**src/common/ladybird_pkg.sv**
```systemverilog
package ladybird_pkg;

  localparam int XLEN = 32;

  typedef logic [XLEN-1:0] word_t;
  typedef logic [XLEN-1:0] pc_t;
  typedef logic [4:0]      reg_idx_t;
  typedef logic [3:0]      wstrb_t;
  typedef logic [2:0]      op_t;

  // decoded operations
  localparam op_t OP_NOP  = 3'd0;
  localparam op_t OP_LUI  = 3'd1;
  localparam op_t OP_ADDI = 3'd2;
  localparam op_t OP_ADD  = 3'd3;
  localparam op_t OP_SUB  = 3'd4;
  localparam op_t OP_LB   = 3'd5;
  localparam op_t OP_SB   = 3'd6;
  localparam op_t OP_JAL  = 3'd7;

  // rv32i major opcodes
  localparam logic [6:0] OPC_LUI   = 7'b0110111;
  localparam logic [6:0] OPC_OPIMM = 7'b0010011;
  localparam logic [6:0] OPC_OP    = 7'b0110011;
  localparam logic [6:0] OPC_LOAD  = 7'b0000011;
  localparam logic [6:0] OPC_STORE = 7'b0100011;
  localparam logic [6:0] OPC_JAL   = 7'b1101111;

  typedef enum logic [2:0] {
    S_IDLE,
    S_FETCH,
    S_DECODE,
    S_EXEC,
    S_MEM,
    S_RESULT
  } seq_state_t;

  // instruction encoders used by the boot image and the testbench
  function automatic word_t enc_lui(reg_idx_t rd, logic [19:0] imm);
    return {imm, rd, OPC_LUI};
  endfunction

  function automatic word_t enc_addi(reg_idx_t rd, reg_idx_t rs1, logic [11:0] imm);
    return {imm, rs1, 3'b000, rd, OPC_OPIMM};
  endfunction

  function automatic word_t enc_add(reg_idx_t rd, reg_idx_t rs1, reg_idx_t rs2);
    return {7'b0000000, rs2, rs1, 3'b000, rd, OPC_OP};
  endfunction

  function automatic word_t enc_sub(reg_idx_t rd, reg_idx_t rs1, reg_idx_t rs2);
    return {7'b0100000, rs2, rs1, 3'b000, rd, OPC_OP};
  endfunction

  function automatic word_t enc_lb(reg_idx_t rd, reg_idx_t rs1, logic [11:0] imm);
    return {imm, rs1, 3'b000, rd, OPC_LOAD};
  endfunction

  function automatic word_t enc_sb(reg_idx_t rs2, reg_idx_t rs1, logic [11:0] imm);
    return {imm[11:5], rs2, rs1, 3'b000, imm[4:0], OPC_STORE};
  endfunction

  function automatic word_t enc_jal(reg_idx_t rd, logic [20:0] off);
    return {off[20], off[10:1], off[11], off[19:12], rd, OPC_JAL};
  endfunction

  function automatic word_t enc_nop();
    return enc_addi(5'd0, 5'd0, 12'd0);
  endfunction

endpackage

```
**src/core/ladybird_decode.sv**
```systemverilog
`timescale 1ns/1ps

module ladybird_decode
  import ladybird_pkg::*;
#(
  parameter pc_t RESET_PC = '0
) (
  input  logic     clk,
  input  logic     nrst,
  input  logic     run,
  output logic     imem_req,
  output pc_t      imem_addr,
  input  logic     imem_gnt,
  input  word_t    imem_rdata,
  output logic     exec_start,
  output op_t      op,
  output reg_idx_t rd,
  output reg_idx_t rs1,
  output reg_idx_t rs2,
  output word_t    imm,
  output pc_t      pc,
  input  pc_t      next_pc,
  input  logic     wb_done
);

  seq_state_t state;

  op_t      dec_op;
  word_t    dec_imm;
  logic [6:0] opcode;
  logic [2:0] funct3;
  logic [6:0] funct7;

  assign opcode = imem_rdata[6:0];
  assign funct3 = imem_rdata[14:12];
  assign funct7 = imem_rdata[31:25];

  always_comb begin
    dec_op  = OP_NOP;
    dec_imm = {{20{imem_rdata[31]}}, imem_rdata[31:20]};  // I-type by default
    case (opcode)
      OPC_LUI: begin
        dec_op  = OP_LUI;
        dec_imm = {imem_rdata[31:12], 12'b0};
      end
      OPC_OPIMM: if (funct3 == 3'b000) dec_op = OP_ADDI;
      OPC_OP: begin
        if (funct3 == 3'b000 && funct7 == 7'b0000000) dec_op = OP_ADD;
        if (funct3 == 3'b000 && funct7 == 7'b0100000) dec_op = OP_SUB;
      end
      OPC_LOAD: if (funct3 == 3'b000) dec_op = OP_LB;
      OPC_STORE: begin
        if (funct3 == 3'b000) dec_op = OP_SB;
        dec_imm = {{20{imem_rdata[31]}}, imem_rdata[31:25], imem_rdata[11:7]};
      end
      OPC_JAL: begin
        dec_op  = OP_JAL;
        dec_imm = {{11{imem_rdata[31]}}, imem_rdata[31], imem_rdata[19:12],
                   imem_rdata[20], imem_rdata[30:21], 1'b0};
      end
      default: dec_op = OP_NOP;
    endcase
  end

  always_ff @(posedge clk) begin
    if (!nrst) begin
      state <= S_IDLE;
      pc    <= RESET_PC;
    end else begin
      case (state)
        S_IDLE:   if (run) state <= S_FETCH;
        S_FETCH:  state <= S_DECODE;
        S_DECODE: if (imem_gnt) state <= S_EXEC;
        S_EXEC:   state <= (op == OP_LB) ? S_MEM : S_RESULT;
        S_MEM:    state <= S_RESULT;  // load data on its way back
        S_RESULT: begin
          if (wb_done) begin
            pc    <= next_pc;
            state <= run ? S_FETCH : S_IDLE;
          end
        end
        default:  state <= S_IDLE;
      endcase
    end
  end

  // decoded fields stay put until the next fetch returns
  always_ff @(posedge clk) begin
    if (state == S_DECODE && imem_gnt) begin
      op  <= dec_op;
      rd  <= (dec_op == OP_NOP) ? 5'd0 : imem_rdata[11:7];
      rs1 <= imem_rdata[19:15];
      rs2 <= imem_rdata[24:20];
      imm <= dec_imm;
    end
  end

  assign imem_req   = (state == S_FETCH);
  assign imem_addr  = pc;
  assign exec_start = (state == S_EXEC);

endmodule

```
**config.mk**
```make
export PLATFORM = sky130hd
export DESIGN_NAME = ladybird_decode
export DESIGN_NICKNAME = d
export VERILOG_FILES = /design/src/common/ladybird_pkg.sv /design/src/core/ladybird_decode.sv
export SDC_FILE = /design/constraint.sdc
export NUM_CORES = 1
export LEC_CHECK = 0
export BUFFER_PORTS_ARGS = -buffer_cell sky130_fd_sc_hd__buf_2
export CAP_MARGIN = 20
export CORE_MARGIN = 4
export CORE_UTILIZATION = 46
export DETAILED_ROUTE_END_ITERATION = 16
export MAX_ROUTING_LAYER = met4
export PLACE_DENSITY_LB_ADDON = 0.08
export SYNTH_ARGS = -nofsm -noshare
export SYNTH_HDL_FRONTEND = slang
export SYNTH_SLANG_ARGS = --single-unit
export TNS_END_PERCENT = 50
```
**constraint.sdc**
```tcl
create_clock -name clk -period 8.2 [get_ports clk]
set_input_delay 0.41 -clock clk [delete_from_list [all_inputs] [get_ports clk]]
set_output_delay 0.41 -clock clk [all_outputs]
set_load 0.02 [all_outputs]
```
* Word level (Yosys, flattened, before mapping)
Cells that the tools add are included.
** Operators by class
- Eq/ne operators :: 16
- Reduce and logical (&&, ||, !) cells :: 9
- Multiplexer cells :: 13
** Operator list (count)
- case mux 31 bit (3 select lines) :: 1
- case mux 3 bit (6 select lines) :: 2
- equality test 7 x 6 -> 1 bit, second input constant :: 4
- 2-to-1 mux 3 bit :: 6
- equality test 3 bit, second input constant :: 3
- zero test 3 bit :: 3
- equality test 7 x 2 -> 1 bit, second input constant :: 1
- equality test 7 x 5 -> 1 bit, second input constant :: 1
- equality test 7 bit, second input constant :: 1
- zero test 7 bit :: 1
- equality test 3 x 2 -> 1 bit, second input constant :: 2
- inequality test 2 bit, second input constant :: 3
- 2-to-1 mux 2 bit :: 2
- equality test 3 x 1 -> 1 bit, second input constant :: 1
- logical AND 1 bit :: 3
- AND reduction 3 bit :: 1
- 2-to-1 mux 1 bit :: 2
- AND reduction 2 bit :: 1
** Storage, ports and cells
- Register bits :: 85

* Depth between registers and ports, before layout
Gate-level depths: netlist (run 1).
- Depth in word-level cells :: 6
- Depth in mapped cells :: 6
- Mapped depth without buffers :: 4

* Worst setup path before layout (run 1)
Ideal clock, no wire load.
- Path kind :: flip-flop to flip-flop
- Start :: register state[0]
- End :: register imm[0], enable pin
- Arrival :: 5.310 ns
- Path slack :: 2.306 ns
- Cell stages (with the launch flop) :: 3
- Data required time :: 7.616 ns
- Cell sequence :: dfxtp_1 > clkbuf_1 > nor4bb_1
** On the way
- Cells in the longest elaborated chain, start to end :: 2
** RTL lines
- start: declaration :: RTL line ladybird_decode.sv:26 : seq_state_t state;
- start signal: assignment :: RTL line ladybird_decode.sv:74 : S_EXEC: state <= (op == OP_LB) ? S_MEM : S_RESULT;
- start signal: assignment :: RTL line ladybird_decode.sv:79 : state <= run ? S_FETCH : S_IDLE;
- equality test 3 x 2 -> 1 bit :: RTL line ladybird_decode.sv:89 : if (state == S_DECODE && imem_gnt) begin
- logical AND 1 bit :: RTL line ladybird_decode.sv:89
- end signal: assignment :: RTL line ladybird_decode.sv:94 : imm <= dec_imm;
- end: declaration :: RTL line ladybird_decode.sv:20 : output word_t imm,
No other way between the ends.
A chain may end at the register's enable or synchronous reset.

* Worst setup path after layout (run 1)
- Start :: input port imem_rdata[5]
- End :: register imm[27] (data pin)
** On the way
- Cells in the longest elaborated chain, start to end :: 2
- Elaborated cells on any way between the ends :: 4
** RTL lines
- start: declaration :: RTL line ladybird_decode.sv:14 : input word_t imem_rdata,
- equality test 7 bit or equality test 7 x 6 -> 1 bit (tied branches) :: RTL line ladybird_decode.sv:41 : case (opcode)
- case mux 31 bit (3 select lines) * :: RTL line ladybird_decode.sv:41
- net dec_imm[27] :: RTL line ladybird_decode.sv:29 : word_t dec_imm;
The timed path passes the listed nets; every way through them passes the cells marked *.

==> results of run 1 <==
worst paths after layout:
check                                                start                    endpoint  slack (ns)
worst max-delay path                         imem_rdata[5]           imm[27]$_DFFE_PP_        6.10
worst min-delay path                        imem_rdata[18]            rs1[3]$_DFFE_PP_        0.26
worst max register to register       state[0]$_SDFFE_PN0P_            imm[0]$_DFFE_PP_        6.53
worst min register to register  imem_addr[10]$_SDFFE_PN0P_  imem_addr[10]$_SDFFE_PN0P_        0.48
layout by cell type, fill, tap and decap left out, types with 2 or more instances in the layout:
| master | synthesis | routed |
|---|---|---|
| nor2_1 | 4 | 4 |
| and3_1 | 2 | 2 |
| buf_2 | 6 | 184 |
| nor3_1 | 2 | 2 |
| clkbuf_8 | 0 | 9 |
| o41ai_1 | 2 | 2 |
| a22o_1 | 4 | 4 |
| nor3b_1 | 4 | 4 |
| o21ai_0 | 4 | 4 |
| dfxtp_1 | 35 | 35 |
| clkbuf_1 | 10 | 2 |
| a21oi_1 | 3 | 3 |
| or4_4 | 2 | 2 |
| a21boi_0 | 32 | 32 |
| edfxtp_1 | 50 | 50 |
| a21o_1 | 19 | 19 |
| inv_1 | 7 | 7 |
| clkinv_2 | 0 | 3 |
| a31oi_1 | 5 | 5 |
| nor2b_1 | 10 | 10 |
| nand2_1 | 69 | 69 |
| and3b_1 | 3 | 3 |
sequential cells by signal, indices dropped and copies added, names as in the netlist:
signal	count
imm	32
rs2	5
op	3
rs1	5
state	3
imem_addr	32
rd	5
final cells by class:
cell class,instances,area share
clock buffers,11,0.0283
well taps,102,0.0275
inverters,7,0.00565
clock inverters,5,0.0110
flip-flops and latches,85,0.474
multi-input cells,184,0.245
repair buffers,187,0.209
metrics by stage:
step,cells,hold WS [ns]
finish,581,0.259
floorplan,325,0.501
global placement,563,0.459
detailed placement,564,0.469
global route,581,0.244
CTS,580,0.238
report_power, final:
part | internal, mW | switching [mW] | total [mW]
logic | 0.0373 | 0.0561 | 0.0934
registers | 0.471 | 0.00791 | 0.479
clock network | 0.140 | 0.141 | 0.281
total | 0.648 | 0.205 | 0.853
per-layer routing:
metal,track usage,share of wire
met5,-,0
met4,0.0703,0.018
met3,0.0538,0.084
met2,0.281,0.47
met1,0.217,0.43
logic make-up (layout without fill, tap and decap cells):
group | count (synthesis) | in the layout
AOI/OAI and AO/OA | 78 | 78
xor gates and xnor gates | 1 | 1
buffers and inverters | 56 | 210
and+or+nand+nor | 105 | 105
DFF | 85 | 85
worst register-to-register path: stages (launching register included):
cell and delay, ns:
dfxtp_1 0.41, nor4bb_4 0.31, buf_4 0.56
==> impl_metrics.ini, run 1 <==
[clocking]
clockBufferDepth = 2
cts_made_buffers = 9
post_cts_buffers = 0
cts_hold_buf = 0
cts_root_buf = clkbuf_8
htree_levels = 3
clk_latency_ns = 0.34
cts.clk_slew.worst_paths_ns = 0.08
cts_sinks = 85
cts_resized = 0
cts_tree = built

[die]
ios = 185
start_util = 0.474
die-width_microns = 97.3
rows = 32
core_sq_um = 7730
die_height_microns = 97.3
die_area_sq_um = 9460

[sta]
final_hold_viol_count = 0
worstMarginPinSlew_ns = 0.936
fin_skew_ns = 0.0130
period_needed_ns = 2.10
fin_ws_ns = 6.10
period_share = 0.256
setup_viol = 0
rsz0062_at_grt = false
slew_violations = 0
max_slew_margin = 0.373
clock.fmax_mhz = 476
setup_tns_ns = 0

[yosys]
synthFlopType = edfxtp_1
ys_top_cells_by_area = edfxtp_1 41%, dfxtp_1 19%, nand2_1 7.1%, buf_4 6.8%, a21boi_0 6.6%
synth_seq_cells = 85
yosysWarnings = 0
synth_most_common_cell = nand2_1
synth_top_area_frac = 0.410
netlist_instances = 325
synth_area_leader_cell = edfxtp_1
syn_nets = 394
synth_edf_count = 50
synthAdderAreaFrac = 0
synth-async-reset-ratio = 0
synth-compound-area-share = 0.158
syn_avg_cell_area_sq_um = 11.3
synthSimpleGateAreaFrac = 0.145
synth-xor-area-share = 0.00239
synth_mux_area_frac = 0
synth_area_sq_um = 3670
synth.top_cells.by_count = 69 x nand2_1, 50 x edfxtp_1, 35 x dfxtp_1
ys_seq_area_frac = 0.601
synth_top_family_by_area = compound AO/OA/AOI/OAI gates
ys_types = 40

[layout]
final_cell_area_sq_um = 4650
diodes = 0
area_delta_synth_final_pct = 26.8
regArea_sq_um = 2200
multiInputGateArea_sq_um = 1140
n_fill_cell = 687
postLayoutCoreUtil = 0.601
nets = 543
layout-drive-gt1-share = 0.443

[detailed_routing]
wl_per_cell_microns = 14.6
num_vias = 2832
drt-total-wl_mm = 8.50
drt.antenna.violating_nets = 0
drc = 0
first_pass_iters = 4
vias_per_cell = 4.87
drt_iter0_markers = 46

[grt]
grt-ovfl-total = 0
grt_pass1_wl_mm = 13.4
grt_max_degree = 51
grt_usage = 0.179
grt_antenna_before_repair = 0
grt_pass1_vias = 2669

[setup_path]
slowest_stage = nor4b_4
path_class = input port to flop
crit_arrival_ns = 2.20
r2r_cells = 2
end_kind = flop
path_max_fanout = 19
cpPeakStageDelay_ns = 0.84
path_buf_inv = 1
cp_data_required_time_ns = 8.30
critPathLaunchType = input port
worstPathCellList = buf_2 > nand2_1 > nor4b_4 > nor2b_1 > a21o_1
cp.depth = 5
cp_top_family = simple AND/OR/NAND/NOR gates

[pwr]
power_density_nw_per_um2 = 184
vdd_drop_max_uv = 93.2
power_mw = 0.853
p_leak_nw = 2.14

[job]
drv_cap = 0

[run_status]
outcome = finished, final reports clean

[placement]
portBuffers = 184
placed_cell_area_sq_um = 4440
gp_congestion = 0.805
dp_slack_ns = 5.73
dp_hpwl_mm = 6.17

[worst_hold_path]
hold_depth = 1
hp-class = input port to flop
No activity file was read; power rests on OpenSTA's default activity.
==> run 2: changes to the inputs <==
--- a/config.mk
+++ b/config.mk
@@ -5,6 +5,7 @@
 export SDC_FILE = /design/constraint.sdc
 export NUM_CORES = 1
 export LEC_CHECK = 0
+export ABC_AREA = 1
 export BUFFER_PORTS_ARGS = -buffer_cell sky130_fd_sc_hd__buf_2
 export CAP_MARGIN = 20
 export CORE_MARGIN = 4
==> constraint.sdc (replaced) <==
create_clock -name clk -period 2 [get_ports clk]
set_input_delay 0.1 -clock clk [delete_from_list [all_inputs] [get_ports clk]]
set_output_delay 0.1 -clock clk [all_outputs]
set_load 0.02 [all_outputs]
==> impl_metrics.ini, run 2 <==
[run_status]
outcome = finished, final reports clean

[die]
ios = 185
core_sq_um = 7730
start_util = 0.474
die-width_microns = 97.2
die_area_sq_um = 9460
die_height_microns = 97.2
rows = 32

[placement]
dp_hpwl_mm = 6.56
gp_congestion = 0.813
portBuffers = 184

[grt]
grt_max_degree = 51
grt-ovfl-total = 0
grt_pass1_vias = 2979
grt_antenna_before_repair = 0
grt_pass1_wl_mm = 14.1
grt_usage = 0.189

[pwr]
vdd_drop_max_uv = 361
power_density_nw_per_um2 = 735
p_leak_nw = 2.20

[yosys]
synth_mux_area_frac = 0
ys_types = 26
netlist_instances = 374
synthAdderAreaFrac = 0
synth_edf_count = 50
syn_avg_cell_area_sq_um = 9.80
synth_top_area_frac = 0.410
synth-async-reset-ratio = 0
synth_seq_cells = 85
syn_nets = 443
synth_most_common_cell = nand2_1
synth_area_leader_cell = edfxtp_1
synth-xor-area-share = 0
synth.top_cells.by_count = 61 x nand2_1, 50 x edfxtp_1, 41 x a21oi_1
synth_top_family_by_area = simple AND/OR/NAND/NOR gates
ys_seq_area_frac = 0.601
synthFlopType = edfxtp_1
synthSimpleGateAreaFrac = 0.188
ys_top_cells_by_area = edfxtp_1 41%, dfxtp_1 19%, buf_4 6.6%, nand2_1 6.3%, a21oi_1 5.6%
yosysWarnings = 0
synth-compound-area-share = 0.0902
synth_area_sq_um = 3660

[sta]
slew_violations = 0
max_slew_margin = 0.393
final_hold_viol_count = 0
period_share = 0.767
setup_tns_ns = 0
rsz0062_at_grt = false
setup_viol = 0
worstMarginPinSlew_ns = 0.906
whs_ns = 0.0197
period_needed_ns = 1.53
clock.fmax_mhz = 652
fin_skew_ns = 0.00647

[detailed_routing]
drc = 0
drt.antenna.violating_nets = 0
wl_per_cell_microns = 13.8
drt_iter0_markers = 67
first_pass_iters = 4
drt-total-wl_mm = 8.85
num_vias = 3047
vias_per_cell = 4.75

[setup_path]
path_class = flop to flop
end_kind = flop
path_max_fanout = 32
critPathLaunchType = flop
crit_arrival_ns = 1.73
cp_data_required_time_ns = 2.20

[clocking]
cts_hold_buf = 10
cts_root_buf = clkbuf_8
cts_sinks = 85
cts_resized = 0
post_cts_buffers = 0
cts_tree = built
clk_latency_ns = 0.34
cts_made_buffers = 9
clockBufferDepth = 2
cts.clk_slew.worst_paths_ns = 0.08
htree_levels = 3

[job]
drv_cap = 0

[layout]
diodes = 0
n_fill_cell = 707
area_delta_synth_final_pct = 29.0
postLayoutCoreUtil = 0.612
layout-drive-gt1-share = 0.417
layout_common_cells = 184 x buf_2, 61 x nand2_1, 50 x edfxtp_1, 41 x a21oi_1, 40 x nand3_1
multiInputGateArea_sq_um = 1030
nets = 604
final_common_cell = buf_2
regArea_sq_um = 2200

[worst_hold_path]
hp-class = input port to flop
-- run 2: path summary, 6_finish.rpt --
kind | cells after the start | endpoint | slack (ns) | startpoint
worst min register to register | 2 | imem_addr[12]$_SDFFE_PN0P_ | 0.47 | imem_addr[12]$_SDFFE_PN0P_
worst max-delay path | 6 | imem_addr[14]$_SDFFE_PN0P_ | 0.47 | state[1]$_SDFFE_PN0P_
worst max register to register | 6 | imem_addr[14]$_SDFFE_PN0P_ | 0.47 | state[1]$_SDFFE_PN0P_
worst min-delay path | 3 | imem_addr[27]$_SDFFE_PN0P_ | 0.02 | next_pc[27]
-- run 2: cell families (layout without fill, tap and decap cells) --
family,Yosys count,after routing
and+or+nand+nor,143,143
DFF,85,85
buffers and inverters,83,249
AOI/OAI and AO/OA,63,63
-- run 2: per-stage QoR --
step | setup WS [ns] | power [mW] | instances | cell area [sq um]
2_1_floorplan | 0.267 | 2.22 | 374 | 3670
3_3_place_gp | 0.520 | 2.39 | 616 | 4450
3_5_place_dp | 0.456 | 2.39 | 616 | 4450
4_1_cts | 0.450 | 3.51 | 642 | 4730
5_1_grt | 0.260 | 3.62 | 642 | 4730
6_report | 0.465 | 3.47 | 642 | 4730
-- run 2: cell type report --
type                       count  share of cell area
sequential                    85               0.466
timing repair buffer         197               0.223
multi-input combinational    206               0.217
clock buffer                  14              0.0349
inverter                      36              0.0291
tap                          102              0.0270
clock inverter                 2             0.00212
-- run 2: routing by layer --
layer,wire (microns),track usage
met1,3770,0.218
met2,4440,0.322
met3,573,0.0467
met4,69,0.0650
met5,0,-
-- run 2: worst max-delay path, cell delays in order (launching register included) --
cell	delay [ns]
dfxtp_1	0.33
inv_1	0.11
nand3_1	0.11
inv_2	0.20
nand2_2	0.38
nand2_1	0.17
a21oi_1	0.08
-- run 2: power by group --
group | internal (mW) | total [mW] | switching (mW)
registers | 1.93 | 1.95 | 0.0219
clock network | 0.531 | 1.11 | 0.580
logic | 0.148 | 0.416 | 0.268
==> run 3: changes to the inputs <==
--- a/config.mk
+++ b/config.mk
@@ -9,7 +9,7 @@
 export BUFFER_PORTS_ARGS = -buffer_cell sky130_fd_sc_hd__buf_2
 export CAP_MARGIN = 20
 export CORE_MARGIN = 4
-export CORE_UTILIZATION = 46
+export CORE_UTILIZATION = 41
 export DETAILED_ROUTE_END_ITERATION = 16
 export MAX_ROUTING_LAYER = met4
 export PLACE_DENSITY_LB_ADDON = 0.08
==> constraint.sdc (replaced) <==
create_clock -name clk -period 1.4 [get_ports clk]
set_input_delay 0.07 -clock clk [delete_from_list [all_inputs] [get_ports clk]]
set_output_delay 0.07 -clock clk [all_outputs]
set_load 0.02 [all_outputs]
==> impl_metrics.ini, run 3 (synthesized netlist as in run 2, its figures left out) <==
[clocking]
clockBufferDepth = 2
cts_tree = built
cts.clk_slew.worst_paths_ns = 0.08
cts_root_buf = clkbuf_8
cts_made_buffers = 9
cts_sinks = 85
clk_latency_ns = 0.34
cts_resized = 0
htree_levels = 3

[grt]
grt-ovfl-total = 0
grt_pass1_vias = 3059
grt_max_degree = 51
grt_usage = 0.180
grt_antenna_before_repair = 0
grt_pass1_wl_mm = 14.4

[setup_path]
critPathLaunchType = input port
end_kind = flop
rr_endpoint = imem_addr[6]$_SDFFE_PN0P_
path_max_fanout = 6
r2r_cells = 6
path_class = input port to flop
r2r-start = state[1]$_SDFFE_PN0P_
crit_arrival_ns = 1.49
cp_data_required_time_ns = 1.59
reg2reg_slack_ns = 0.15

[sta]
period_needed_ns = 1.30
slew_violations = 0
clock.fmax_mhz = 766
max_slew_margin = 0.742
fin_skew_ns = 0.00998
rsz0062_at_grt = false
whs_ns = 0.0200
setup_viol = 0
final_hold_viol_count = 0
worstMarginPinSlew_ns = 0.388
period_share = 0.932

[layout]
diodes = 0
layout_common_cells = 184 x buf_2, 61 x nand2_1, 50 x edfxtp_1, 42 x dlygate4sd3_1, 41 x a21oi_1
final_common_cell = buf_2
postLayoutCoreUtil = 0.589
area_delta_synth_final_pct = 40.2
layout-drive-gt1-share = 0.411
nets = 643

[pwr]
p_leak_nw = 2.37
power_density_nw_per_um2 = 997
power_mw = 5.12
vdd_drop_max_uv = 531

[run_status]
outcome = finished, final reports clean

[worst_hold_path]
min_to = imem_addr[6]$_SDFFE_PN0P_
hold_path_startpoint = next_pc[6]
hp-class = input port to flop
hold_depth = 3

[die]
die_height_microns = 103
start_util = 0.420
ios = 185
rows = 34
core_sq_um = 8720
die_area_sq_um = 10500
die-width_microns = 103

[detailed_routing]
drt.antenna.violating_nets = 0
drt_iter0_markers = 81
wl_per_cell_microns = 13.8
drc = 0
first_pass_iters = 4
drt-total-wl_mm = 9.46
vias_per_cell = 4.63
num_vias = 3183

[job]
drv_cap = 0

[placement]
dp_hpwl_mm = 6.66
portBuffers = 184
gp_congestion = 0.875
-- run 3: cell count changes in the layout (fill, tap and decap cells not counted), moves of 3 or more --
cell,delta
clkinv_1,+3
dlygate4sd3_1,+32
clkbuf_1,-3
dfxtp_1,-3
buf_4,+7
dfxtp_2,+3
-- run 3: final cells by class --
class	instances	area, sq um
inverters	36	138
fillers	767	3580
multi-input cells	206	1040
repair buffers	236	1430
flip-flops and latches	85	2210
clock buffers	9	124
clock inverters	7	66.3
well taps	108	135
-- run 3: per-stage QoR --
| step | worst slack, ns | cell area (sq um) | setup TNS (ns) | std cells |
|---|---|---|---|---|
| floorplan | -0.262 | 3690 | -13.11 | 374 |
| detailed placement | 0.0989 | 4530 | 0 | 629 |
| CTS | 0.0964 | 5140 | 0 | 687 |
| finish | 0.0952 | 5140 | 0 | 687 |
| global placement | 0.150 | 4530 | 0 | 629 |
| global route | 0.0121 | 5140 | 0 | 687 |
-- run 3: what timing repair did --
item	4_1_cts	5_1_grt
hold buffers	42	0
buffers inserted	0	0
hold endpoints to repair	46	0
-- run 3: where the power goes --
part / switching, mW / internal, mW
combinational: 0.399 / 0.279
sequential: 0.0348 / 2.75
clock: 0.844 / 0.813
total: 1.28 / 3.84
-- run 3: worst max-delay path: stages --
cell and delay (ns):
dlygate4sd3_1 0.53, buf_2 0.16, nor3_1 0.24, nand3_2 0.15, nand2_1 0.11, nor2_2 0.07
a21oi_1 0.16
-- run 3: how the worst max path moves through the flow --
| stage | start | to | slack [ns] |
|---|---|---|---|
| 3_3_place_gp | imem_rdata[2] | rd[3]$_SDFFCE_PN0P_ | 0.15 |
| 4_1_cts | state[1]$_SDFFE_PN0P_ | exec_start | 0.1 |
| 5_1_grt | state[1]$_SDFFE_PN0P_ | imem_addr[0]$_SDFFE_PN0P_ | 0.01 |
| 6_report | imem_rdata[31] | rd[4]$_SDFFCE_PN0P_ | 0.1 |
| 3_5_place_dp | imem_rdata[2] | rd[4]$_SDFFCE_PN0P_ | 0.1 |
| 2_1_floorplan | state[0]$_SDFFE_PN0P_ | imm[0]$_DFFE_PP_ | -0.26 |
-- run 3: layer usage --
layer | GRT usage | up-vias | part of all wire
met1 | 0.220 | 1435 | 0.42
met3 | 0.0379 | 15 | 0.069
met4 | 0.0727 | 0 | 0.021
li1 | - | 1619 | -
met5 | - | - | 0
met2 | 0.291 | 114 | 0.49
